<file path="src/mmio_bridge_macros.svh">
`ifndef MMIO_BRIDGE_MACROS_SVH
`define MMIO_BRIDGE_MACROS_SVH

// Processor side
`define MMIO_PADDR_W   40
`define MMIO_FILL_W    64

// Network word and coordinates
`define MMIO_WORD_W    32
`define MMIO_X_W       7
`define MMIO_Y_W       7
`define MMIO_POD_Y_W   3
`define MMIO_SUBY_W    4
`define MMIO_EPA_W     27

// Address spans behind one tile and one cache tile
`define MMIO_TILE_AW   18
`define MMIO_VC_AW     29

// Transactions in flight, a power of two
`define MMIO_SLOTS     8

`endif

</file>
<file path="src/mmio_bridge_pkg.sv">
`default_nettype none

`include "mmio_bridge_macros.svh"

package mmio_bridge_pkg;

  // Uncached message classes from the processor
  typedef enum logic [1:0] {
    e_msg_uc_rd = 2'b00,
    e_msg_uc_wr = 2'b01,
    e_msg_amo   = 2'b10
  } mem_msg_e;

  // Atomic sub-operations carried to the network
  typedef enum logic [1:0] {
    e_amo_add  = 2'b00,
    e_amo_or   = 2'b01,
    e_amo_swap = 2'b10
  } amo_op_e;

  // Access size, log2 of bytes
  typedef enum logic [1:0] {
    e_size_1 = 2'b00,
    e_size_2 = 2'b01,
    e_size_4 = 2'b10
  } msg_size_e;

  // Network packet opcodes
  typedef enum logic [2:0] {
    e_net_load    = 3'd0,
    e_net_store   = 3'd1,
    e_net_amoadd  = 3'd2,
    e_net_amoor   = 3'd3,
    e_net_amoswap = 3'd4
  } net_op_e;

  typedef logic [$clog2(`MMIO_SLOTS)-1:0] slot_id_t;

  // Request header, also echoed on the response
  typedef struct packed {
    mem_msg_e                 msg;
    amo_op_e                  amo;
    msg_size_e                size;
    logic [`MMIO_PADDR_W-1:0] addr;
  } mem_hdr_s;

endpackage

`default_nettype wire

</file>
<file path="src/mmio_req_if.sv">
`default_nettype none

`include "mmio_bridge_macros.svh"

interface mmio_req_if (
  input logic clk_i
);
  import mmio_bridge_pkg::*;

  mem_hdr_s                hdr;
  logic [`MMIO_WORD_W-1:0] data;
  logic                    fire;
  slot_id_t                id;

  // Handshake side, owns the request fields
  modport ctrl (
    output hdr,
    output data,
    output fire
  );

  // Id allocation and header capture
  modport alloc (
    input  hdr,
    input  fire,
    output id
  );

  // Combinational datapath
  modport dp (
    input clk_i,
    input hdr,
    input data,
    input fire
  );

endinterface

`default_nettype wire

</file>
<file path="src/mmio_addr_decode.sv">
`default_nettype none

`include "mmio_bridge_macros.svh"

module mmio_addr_decode (
  mmio_req_if.dp                 req_if,
  input  logic [`MMIO_X_W-1:0]   host_x_i,
  input  logic [`MMIO_Y_W-1:0]   host_y_i,
  output logic [`MMIO_EPA_W-1:0] epa_o,
  output logic [`MMIO_X_W-1:0]   dst_x_o,
  output logic [`MMIO_Y_W-1:0]   dst_y_o
);

  localparam int tile_epa_w_lp = `MMIO_TILE_AW - 2;
  localparam int vc_epa_w_lp   = `MMIO_VC_AW - 2;
  localparam int vc_pod_lsb_lp = `MMIO_VC_AW + `MMIO_X_W;

  logic [`MMIO_PADDR_W-1:0] addr;
  logic [1:0]               dst_sel;
  logic [tile_epa_w_lp-1:0] tile_epa;
  logic [`MMIO_X_W-1:0]     tile_x;
  logic [`MMIO_Y_W-1:0]     tile_y;
  logic [vc_epa_w_lp-1:0]   vc_epa;
  logic [`MMIO_X_W-1:0]     vc_x;
  logic [`MMIO_POD_Y_W-1:0] vc_pod;
  logic [`MMIO_SUBY_W-1:0]  vc_suby;

  assign addr    = req_if.hdr.addr;
  assign dst_sel = addr[`MMIO_PADDR_W-1 -: 2];

  // Compute tile, y sits right above the x field
  assign tile_epa = addr[2 +: tile_epa_w_lp];
  assign tile_x   = addr[`MMIO_TILE_AW +: `MMIO_X_W];
  assign tile_y   = addr[`MMIO_TILE_AW + `MMIO_X_W +: `MMIO_Y_W];

  // Cache tile. Pods are even, so the pod index is shifted up by one
  assign vc_epa  = addr[2 +: vc_epa_w_lp];
  assign vc_x    = addr[`MMIO_VC_AW +: `MMIO_X_W];
  assign vc_pod  = {addr[vc_pod_lsb_lp +: `MMIO_POD_Y_W-1], 1'b0};
  // North row of caches below the pod, south row above it
  assign vc_suby = vc_pod[1] ? '0 : '1;

  always_comb
  begin
    case (dst_sel)
      2'b11:
      begin
        epa_o   = `MMIO_EPA_W'(tile_epa);
        dst_x_o = tile_x;
        dst_y_o = tile_y;
      end
      2'b10:
      begin
        epa_o   = vc_epa;
        dst_x_o = vc_x;
        dst_y_o = {vc_pod, vc_suby};
      end
      default:
      begin
        epa_o   = addr[2 +: `MMIO_EPA_W];
        dst_x_o = host_x_i;
        dst_y_o = host_y_i;
      end
    endcase
  end

endmodule

`default_nettype wire

</file>
<file path="src/mmio_bridge.sv">
`default_nettype none

`include "mmio_bridge_macros.svh"

module mmio_bridge (
  input  logic                       clk_i,
  input  logic                       rst_n_i,
  // Request in
  input  logic                       req_v_i,
  output logic                       req_ready_o,
  input  mmio_bridge_pkg::mem_msg_e  req_msg_i,
  input  mmio_bridge_pkg::amo_op_e   req_amo_i,
  input  mmio_bridge_pkg::msg_size_e req_size_i,
  input  logic [`MMIO_PADDR_W-1:0]   req_addr_i,
  input  logic [`MMIO_WORD_W-1:0]    req_data_i,
  // Packet out, pkt_v_o depends combinationally on pkt_ready_i
  output logic                       pkt_v_o,
  input  logic                       pkt_ready_i,
  output mmio_bridge_pkg::net_op_e   pkt_op_o,
  output logic [`MMIO_EPA_W-1:0]     pkt_addr_o,
  output logic [`MMIO_X_W-1:0]       pkt_x_o,
  output logic [`MMIO_Y_W-1:0]       pkt_y_o,
  output logic [`MMIO_X_W-1:0]       pkt_src_x_o,
  output logic [`MMIO_Y_W-1:0]       pkt_src_y_o,
  output logic [`MMIO_WORD_W-1:0]    pkt_data_o,
  output logic [3:0]                 pkt_mask_o,
  output logic                       pkt_byte_o,
  output logic                       pkt_hex_o,
  output logic [1:0]                 pkt_part_o,
  output mmio_bridge_pkg::slot_id_t  pkt_id_o,
  // Reply in, always accepted
  input  logic                       ret_v_i,
  input  mmio_bridge_pkg::slot_id_t  ret_id_i,
  input  logic [`MMIO_WORD_W-1:0]    ret_data_i,
  // Response out
  output logic                       rsp_v_o,
  input  logic                       rsp_ready_i,
  output mmio_bridge_pkg::mem_msg_e  rsp_msg_o,
  output mmio_bridge_pkg::amo_op_e   rsp_amo_o,
  output mmio_bridge_pkg::msg_size_e rsp_size_o,
  output logic [`MMIO_PADDR_W-1:0]   rsp_addr_o,
  output logic [`MMIO_FILL_W-1:0]    rsp_data_o,
  // Straps
  input  logic [`MMIO_X_W-1:0]       host_x_i,
  input  logic [`MMIO_Y_W-1:0]       host_y_i,
  input  logic [`MMIO_X_W-1:0]       my_x_i,
  input  logic [`MMIO_Y_W-1:0]       my_y_i
);
  import mmio_bridge_pkg::*;

  logic     slot_free;
  logic     head_v;
  logic     deq;
  mem_hdr_s head_hdr;

  mmio_req_if req_if (.clk_i(clk_i));

  //////////////////////////////////////////////////////////////////////
  // Outgoing request path
  //////////////////////////////////////////////////////////////////////

  mmio_ctrl ctrl0 (
    .clk_i      (clk_i),
    .rst_n_i    (rst_n_i),
    .req_v_i    (req_v_i),
    .req_ready_o(req_ready_o),
    .req_msg_i  (req_msg_i),
    .req_amo_i  (req_amo_i),
    .req_size_i (req_size_i),
    .req_addr_i (req_addr_i),
    .req_data_i (req_data_i),
    .pkt_ready_i(pkt_ready_i),
    .pkt_v_o    (pkt_v_o),
    .slot_free_i(slot_free),
    .rsp_ready_i(rsp_ready_i),
    .head_v_i   (head_v),
    .rsp_v_o    (rsp_v_o),
    .deq_o      (deq),
    .req_if     (req_if.ctrl)
  );

  mmio_addr_decode decode0 (
    .req_if  (req_if.dp),
    .host_x_i(host_x_i),
    .host_y_i(host_y_i),
    .epa_o   (pkt_addr_o),
    .dst_x_o (pkt_x_o),
    .dst_y_o (pkt_y_o)
  );

  mmio_packet_encode encode0 (
    .req_if(req_if.dp),
    .op_o  (pkt_op_o),
    .data_o(pkt_data_o),
    .mask_o(pkt_mask_o),
    .byte_o(pkt_byte_o),
    .hex_o (pkt_hex_o),
    .part_o(pkt_part_o)
  );

  assign pkt_id_o    = req_if.id;
  assign pkt_src_x_o = my_x_i;
  assign pkt_src_y_o = my_y_i;

  //////////////////////////////////////////////////////////////////////
  // Reply reordering
  //////////////////////////////////////////////////////////////////////

  mmio_reorder_buf rob0 (
    .clk_i      (clk_i),
    .rst_n_i    (rst_n_i),
    .req_if     (req_if.alloc),
    .ret_v_i    (ret_v_i),
    .ret_id_i   (ret_id_i),
    .ret_data_i (ret_data_i),
    .deq_i      (deq),
    .slot_free_o(slot_free),
    .head_v_o   (head_v),
    .head_hdr_o (head_hdr),
    .rsp_data_o (rsp_data_o)
  );

  // Header of the oldest request, echoed back
  assign rsp_msg_o  = head_hdr.msg;
  assign rsp_amo_o  = head_hdr.amo;
  assign rsp_size_o = head_hdr.size;
  assign rsp_addr_o = head_hdr.addr;

endmodule

`default_nettype wire

</file>
<file path="src/mmio_ctrl.sv">
`default_nettype none

`include "mmio_bridge_macros.svh"

module mmio_ctrl (
  input  logic                       clk_i,
  input  logic                       rst_n_i,
  input  logic                       req_v_i,
  output logic                       req_ready_o,
  input  mmio_bridge_pkg::mem_msg_e  req_msg_i,
  input  mmio_bridge_pkg::amo_op_e   req_amo_i,
  input  mmio_bridge_pkg::msg_size_e req_size_i,
  input  logic [`MMIO_PADDR_W-1:0]   req_addr_i,
  input  logic [`MMIO_WORD_W-1:0]    req_data_i,
  input  logic                       pkt_ready_i,
  output logic                       pkt_v_o,
  input  logic                       slot_free_i,
  input  logic                       rsp_ready_i,
  input  logic                       head_v_i,
  output logic                       rsp_v_o,
  output logic                       deq_o,
  mmio_req_if.ctrl                   req_if
);

  localparam int cnt_w_lp = $clog2(`MMIO_SLOTS) + 1;

  logic [cnt_w_lp-1:0] inflight_q;

  // Request and packet leave together, hence pkt_v_o follows pkt_ready_i
  assign req_ready_o = slot_free_i & pkt_ready_i;
  assign req_if.fire = req_v_i & req_ready_o;
  assign pkt_v_o     = req_if.fire;

  assign req_if.hdr  = '{msg: req_msg_i, amo: req_amo_i, size: req_size_i, addr: req_addr_i};
  assign req_if.data = req_data_i;

  // Head leaves once its reply is back
  assign rsp_v_o = head_v_i;
  assign deq_o   = rsp_v_o & rsp_ready_i;

  // Outstanding count as seen by the handshakes
  always_ff @(posedge clk_i)
  begin
    if (!rst_n_i)
    begin
      inflight_q <= '0;
    end
    else
    begin
      case ({req_if.fire, deq_o})
        2'b10:   inflight_q <= inflight_q + cnt_w_lp'(1);
        2'b01:   inflight_q <= inflight_q - cnt_w_lp'(1);
        default: inflight_q <= inflight_q;
      endcase
    end
  end

  // The reorder buffer must refuse a ninth request
  no_fire_when_full_a: assert property (@(posedge clk_i) disable iff (!rst_n_i)
    req_if.fire |-> inflight_q < `MMIO_SLOTS)
    else $error("request fired with %0d slots in use", inflight_q);

endmodule

`default_nettype wire

</file>
<file path="src/mmio_packet_encode.sv">
`default_nettype none

`include "mmio_bridge_macros.svh"

module mmio_packet_encode (
  mmio_req_if.dp                   req_if,
  output mmio_bridge_pkg::net_op_e op_o,
  output logic [`MMIO_WORD_W-1:0]  data_o,
  output logic [3:0]               mask_o,
  output logic                     byte_o,
  output logic                     hex_o,
  output logic [1:0]               part_o
);
  import mmio_bridge_pkg::*;

  mem_hdr_s   hdr;
  logic [3:0] store_mask;

  assign hdr = req_if.hdr;

  // Byte lanes touched by a store
  always_comb
  begin
    case (hdr.size)
      e_size_1: store_mask = 4'h1 << hdr.addr[1:0];
      e_size_2: store_mask = 4'h3 << hdr.addr[1:0];
      default:  store_mask = 4'hf << hdr.addr[1:0];
    endcase
  end

  always_comb
  begin
    op_o   = e_net_store;
    data_o = req_if.data;
    mask_o = '0;
    byte_o = 1'b0;
    hex_o  = 1'b0;
    part_o = 2'b00;
    case (hdr.msg)
      e_msg_uc_rd:
      begin
        op_o   = e_net_load;
        data_o = '0;
        byte_o = (hdr.size == e_size_1);
        hex_o  = (hdr.size == e_size_2);
        part_o = hdr.addr[1:0];
      end
      e_msg_amo:
      begin
        case (hdr.amo)
          e_amo_add: op_o = e_net_amoadd;
          e_amo_or:  op_o = e_net_amoor;
          default:   op_o = e_net_amoswap;
        endcase
      end
      default:
        mask_o = store_mask;
    endcase
  end

  // Only three atomics exist on the network side
  amo_op_legal_a: assert property (@(posedge req_if.clk_i)
    req_if.fire && (hdr.msg == e_msg_amo) |-> hdr.amo inside {e_amo_add, e_amo_or, e_amo_swap})
    else $error("illegal atomic op %0d accepted", hdr.amo);

endmodule

`default_nettype wire

</file>
<file path="src/mmio_reorder_buf.sv">
`default_nettype none

`include "mmio_bridge_macros.svh"

module mmio_reorder_buf (
  input  logic                      clk_i,
  input  logic                      rst_n_i,
  mmio_req_if.alloc                 req_if,
  input  logic                      ret_v_i,
  input  mmio_bridge_pkg::slot_id_t ret_id_i,
  input  logic [`MMIO_WORD_W-1:0]   ret_data_i,
  input  logic                      deq_i,
  output logic                      slot_free_o,
  output logic                      head_v_o,
  output mmio_bridge_pkg::mem_hdr_s head_hdr_o,
  output logic [`MMIO_FILL_W-1:0]   rsp_data_o
);
  import mmio_bridge_pkg::*;

  slot_id_t                alloc_ptr_q;
  slot_id_t                deq_ptr_q;
  logic [`MMIO_SLOTS-1:0]  alloc_q;
  logic [`MMIO_SLOTS-1:0]  ret_q;
  logic [`MMIO_WORD_W-1:0] head_word;

  //////////////////////////////////////////////////////////////////////
  // Slot state
  //////////////////////////////////////////////////////////////////////

  always_ff @(posedge clk_i)
  begin
    if (!rst_n_i)
    begin
      alloc_ptr_q <= '0;
      deq_ptr_q   <= '0;
      alloc_q     <= '0;
      ret_q       <= '0;
    end
    else
    begin
      if (req_if.fire)
      begin
        alloc_q[alloc_ptr_q] <= 1'b1;
        alloc_ptr_q          <= alloc_ptr_q + slot_id_t'(1);
      end
      if (ret_v_i)
      begin
        ret_q[ret_id_i] <= 1'b1;
      end
      // Head slot has returned, so no reply can hit it this cycle
      if (deq_i)
      begin
        alloc_q[deq_ptr_q] <= 1'b0;
        ret_q[deq_ptr_q]   <= 1'b0;
        deq_ptr_q          <= deq_ptr_q + slot_id_t'(1);
      end
    end
  end

  // Ids go out in order, so the next one is free only once it drained
  assign slot_free_o = ~alloc_q[alloc_ptr_q];
  assign req_if.id   = alloc_ptr_q;
  assign head_v_o    = ret_q[deq_ptr_q];

  //////////////////////////////////////////////////////////////////////
  // Header and reply storage
  //////////////////////////////////////////////////////////////////////

  mmio_slot_mem #(
    .entry_t(mem_hdr_s)
  ) hdr_mem (
    .clk_i    (clk_i),
    .wr_i     (req_if.fire),
    .wr_id_i  (alloc_ptr_q),
    .wr_data_i(req_if.hdr),
    .rd_id_i  (deq_ptr_q),
    .rd_data_o(head_hdr_o)
  );

  // Reply word of every returned slot
  mmio_slot_mem #(
    .entry_t(logic [`MMIO_WORD_W-1:0])
  ) word_mem (
    .clk_i    (clk_i),
    .wr_i     (ret_v_i),
    .wr_id_i  (ret_id_i),
    .wr_data_i(ret_data_i),
    .rd_id_i  (deq_ptr_q),
    .rd_data_o(head_word)
  );

  // Fill the response bus with copies of the accessed bytes
  always_comb
  begin
    case (head_hdr_o.size)
      e_size_1: rsp_data_o = {(`MMIO_FILL_W/8){head_word[7:0]}};
      e_size_2: rsp_data_o = {(`MMIO_FILL_W/16){head_word[15:0]}};
      default:  rsp_data_o = {(`MMIO_FILL_W/`MMIO_WORD_W){head_word}};
    endcase
  end

  ret_id_live_a: assert property (@(posedge clk_i) disable iff (!rst_n_i)
    ret_v_i |-> alloc_q[ret_id_i] && !ret_q[ret_id_i])
    else $error("reply for slot %0d that is not outstanding", ret_id_i);

endmodule

`default_nettype wire

</file>
<file path="src/mmio_slot_mem.sv">
`default_nettype none

`include "mmio_bridge_macros.svh"

module mmio_slot_mem #(
  parameter type entry_t = logic [`MMIO_WORD_W-1:0]
) (
  input  logic                      clk_i,
  input  logic                      wr_i,
  input  mmio_bridge_pkg::slot_id_t wr_id_i,
  input  entry_t                    wr_data_i,
  input  mmio_bridge_pkg::slot_id_t rd_id_i,
  output entry_t                    rd_data_o
);

  entry_t mem_q [`MMIO_SLOTS];

  always_ff @(posedge clk_i)
  begin
    if (wr_i)
    begin
      mem_q[wr_id_i] <= wr_data_i;
    end
  end

  // Read is asynchronous
  assign rd_data_o = mem_q[rd_id_i];

endmodule

`default_nettype wire
</file>
<file path="config.mk">
export PLATFORM = sky130hd
export DESIGN_NAME = mmio_bridge
export DESIGN_NICKNAME = d
export VERILOG_FILES = /design/src/mmio_bridge_pkg.sv /design/src/mmio_req_if.sv /design/src/mmio_addr_decode.sv /design/src/mmio_bridge.sv /design/src/mmio_ctrl.sv /design/src/mmio_packet_encode.sv /design/src/mmio_reorder_buf.sv /design/src/mmio_slot_mem.sv
export VERILOG_INCLUDE_DIRS = /design/src /design/src/src
export SDC_FILE = /design/constraint.sdc
export NUM_CORES = 1
export LEC_CHECK = 0
export BUFFER_PORTS_ARGS = -buffer_cell sky130_fd_sc_hd__buf_2
export CAP_MARGIN = 15
export CORE_MARGIN = 3
export CORE_UTILIZATION = 45
export DETAILED_ROUTE_END_ITERATION = 6
export GPL_ROUTABILITY_DRIVEN = 0
export REMOVE_ABC_BUFFERS = 1
export SLEW_MARGIN = 15
export SYNTH_ARGS = -nofsm -noshare
export SYNTH_HDL_FRONTEND = slang
export SYNTH_SLANG_ARGS = --single-unit
</file>
<file path="constraint.sdc">
create_clock -name clk_i -period 9.1 [get_ports clk_i]
set_clock_uncertainty 0.05 [all_clocks]
set_input_delay 1.82 -clock clk_i [delete_from_list [all_inputs] [get_ports clk_i]]
set_output_delay 1.82 -clock clk_i [all_outputs]
set_load 0.1 [all_outputs]
</file>
==> results.tsv <==
metric	value	unit
worst path cell trace	buf_4 > buf_4 > mux4_2 > a211oi_1 > a21oi_1 > buf_2	
hold crit path type	flip-flop to flip-flop	
DR WL/cell	23.0	um
Cell Pwr Density	229	mW/mm^2
P_leak	10.3	nW
CTS tree	done	
Total Power	7.02	mW
Setup CP Type	flip-flop to primary output	
total vias in the final route	12993	
Buf/Inv on CP	3	
Syn. warnings	0	
Clock transition at path regs	60	ps
clock root buffer	clkbuf_16	
minimum clock period	6060	ps
delay-heaviest family, CP	buffers and inverters	
Die X	248	um
fmax	165	MHz
Critical Path Fanout Max	49	
max-slew violations	0	
Clock Path Buffers	3	
ANT nets after route	0	
async set-or-reset flop fraction in the synthesized netlist	0	%
Residual DRC	0	
vias in the first global route	13574	
register bit total from synthesis	649	
total of max-cap violations	0	
post-synthesis sequential area ratio	73.2	%
CP Capture Type	primary output	
Tot GR Track Use	18.2	%
number of gates resized after CTS	0	
DIE AREA	0.0613	mm^2
mean area per synthesized cell	20.6	um^2
detailed router's first-iteration violation count	690	
status	completed	
Clock Sinks	649	
fin nets	1728	
area grow syn2layout	16.8	%
clock insertion delay at the later pin of the skew report	580	ps
TritonCTS Buffers	69	
largest net degree at the start of global routing	69	
Worst Setup Start Kind	flip-flop	
Die Ht	248	um
Total Wirelength	55100	um
CP Data Arrival Time	4190	ps
CP dominant cell by count	buf_4	
RSZ-0062 raised after global routing	false	
Max VDD drop	0.000130	V
# H-tree levels	3	
Synth Cell Area	0.0263	mm^2
Core Footprint	0.0570	mm^2
first-pass GRT wire length	83100	um
share of cells above drive strength 1	42.8	%
post-CTS setup buffer count	0	
vias per cell	5.43	
synthesized instance count	1277	
Yosys cell types	49	
main flop type after synthesis	edfxtp_1	
Final Util	53.8	%
endpoints failing hold	0	
CP peak stage delay	880	ps
Rel. slew slack	28.4	%
GR Overflow Total	0	
HPWL after DPL	30400	um
Final Instance Count excl. Fillers	2392	
final worst-path cycle share	66.5	%
I/O Pins	361	
final setup fails	0	
Post-synth EDFFs	624	
worst endpoint required time	7230	ps
# rows	87	
Placed Cells	2264	
worst-margin pin slew	1070	ps
drt pass-1 iters	5	
Initial Util	46.1	%
Setup TNS	0	ps
# hold bufs at CTS	0	
Slowest-stage cell, CP	buf_4	
antenna violations before repair	5	
count of input and output buffers	332	
-- synth_stat cells (all sizes together), types with 9 or more instances --
cell type / count / area, um^2
edfxtp: 624 / 18700
mux4: 157 / 3600
buf: 111 / 768
mux2: 70 / 845
nor2b: 47 / 294
mux2i: 34 / 353
nor2: 30 / 113
a21oi: 28 / 140
dfxtp: 25 / 500
nand2: 24 / 97.6
clkbuf: 17 / 63.8
and2: 15 / 93.8
o21ai: 11 / 55.1
o21a: 10 / 75.1
a211oi: 9 / 67.6
inv: 9 / 33.8
-- where the power goes --
group	total, mW	internal (mW)	leakage (nW)	switching, mW
clock	2.81	1.73	1.12	1.09
sequential	3.35	3.33	5.85	0.0195
combinational	0.851	0.167	3.31	0.684
-- kinds of logic (layout without fill, tap and decap cells) --
group / Yosys count / after routing / share of synthesized area (%)
multiplexers: 261 / 261 / 18.2
AO/OA/AOI/OAI: 80 / 80 / 2.02
other: 0 / 4 / 0
buffers and inverters: 137 / 492 / 3.30
flip-flops: 649 / 649 / 73.2
AND/OR/NAND/NOR: 148 / 148 / 3.11
adder cells (fa/ha/maj): 2 / 2 / 0.0952
-- cell usage in the layout, fill, tap and decap left out, types with 3 or more instances in the layout --
cell type,n
o221a_2,4
mux4_2,141
o21a_1,10
nor2_1,23
inv_1,9
dfxtp_1,22
nand2b_1,8
o31ai_1,3
nand2_1,23
a21oi_1,28
nor2_4,7
mux2_4,15
clkbuf_1,16
nor4_1,4
mux2_2,55
o21ai_0,11
diode_2,4
bufinv_16,9
clkbuf_16,73
dfxtp_4,3
and2_1,15
a211oi_1,9
buf_4,27
mux2i_1,32
nor3_2,5
buf_2,332
nor2b_1,45
a31oi_1,3
clkinv_2,11
edfxtp_1,624
mux4_1,16
nor4_2,3
clkinv_1,10
-- worst reg2reg max path, cell delays in order, from the launching register on --
cell and delay, ps:
dfxtp_1 580, nor2_1 110, a221o_1 430, nor4_4 650
buf_4 710
-- registers in the layout (all words and copies together), names as in the netlist, named ones only --
name / cells
rob0.alloc_q: 8
rob0.deq_ptr_q: 3
rob0.hdr_mem.mem_q: 368
rob0.req_if.id: 3
rob0.ret_q: 8
rob0.word_mem.mem_q: 256
-- metal layers --
layer,vias up,share of wire (%),track usage (%)
li1,5775,-,-
met1,6806,44,25.0
met2,357,50,30.0
met3,55,4.9,3.26
met4,0,1.5,5.15
met5,-,0,0
-- cell type report --
type / count / area [um^2]
clock inverter: 34 / 395
clock buffer: 90 / 1900
fill: 4472 / 26400
multi-input combinational: 491 / 6280
tap: 756 / 946
sequential: 649 / 19200
inverter: 9 / 33.8
antenna: 4 / 10.0
timing repair buffer: 359 / 1860
-- final timing paths --
kind / from / endpoint / slack [ps] / depth (start not counted)
setup / recovery: flip-flop / rsp_data_o[58] / 3040 / 6
setup reg to reg: rob0.req_if.id[1] / rob0.hdr_mem.mem_q[5][17] / 6140 / 4
hold reg to reg: rob0.alloc_q[2] / rob0.alloc_q[2] / 420 / 1
hold / removal: rob0.alloc_q[2] / rob0.alloc_q[2] / 420 / 1
-- through the flow --
stage | worst slack, ps | hold slack [ps] | instance area (um^2)
floorplan | -3650 | 390 | 25400
global placement | 3510 | 402 | 28400
detailed placement | 3470 | 413 | 28400
CTS | 2810 | 427 | 30700
global route | 2650 | 467 | 30700
finish | 3040 | 421 | 30700
Note: power is estimated with default switching activity, not from simulation.
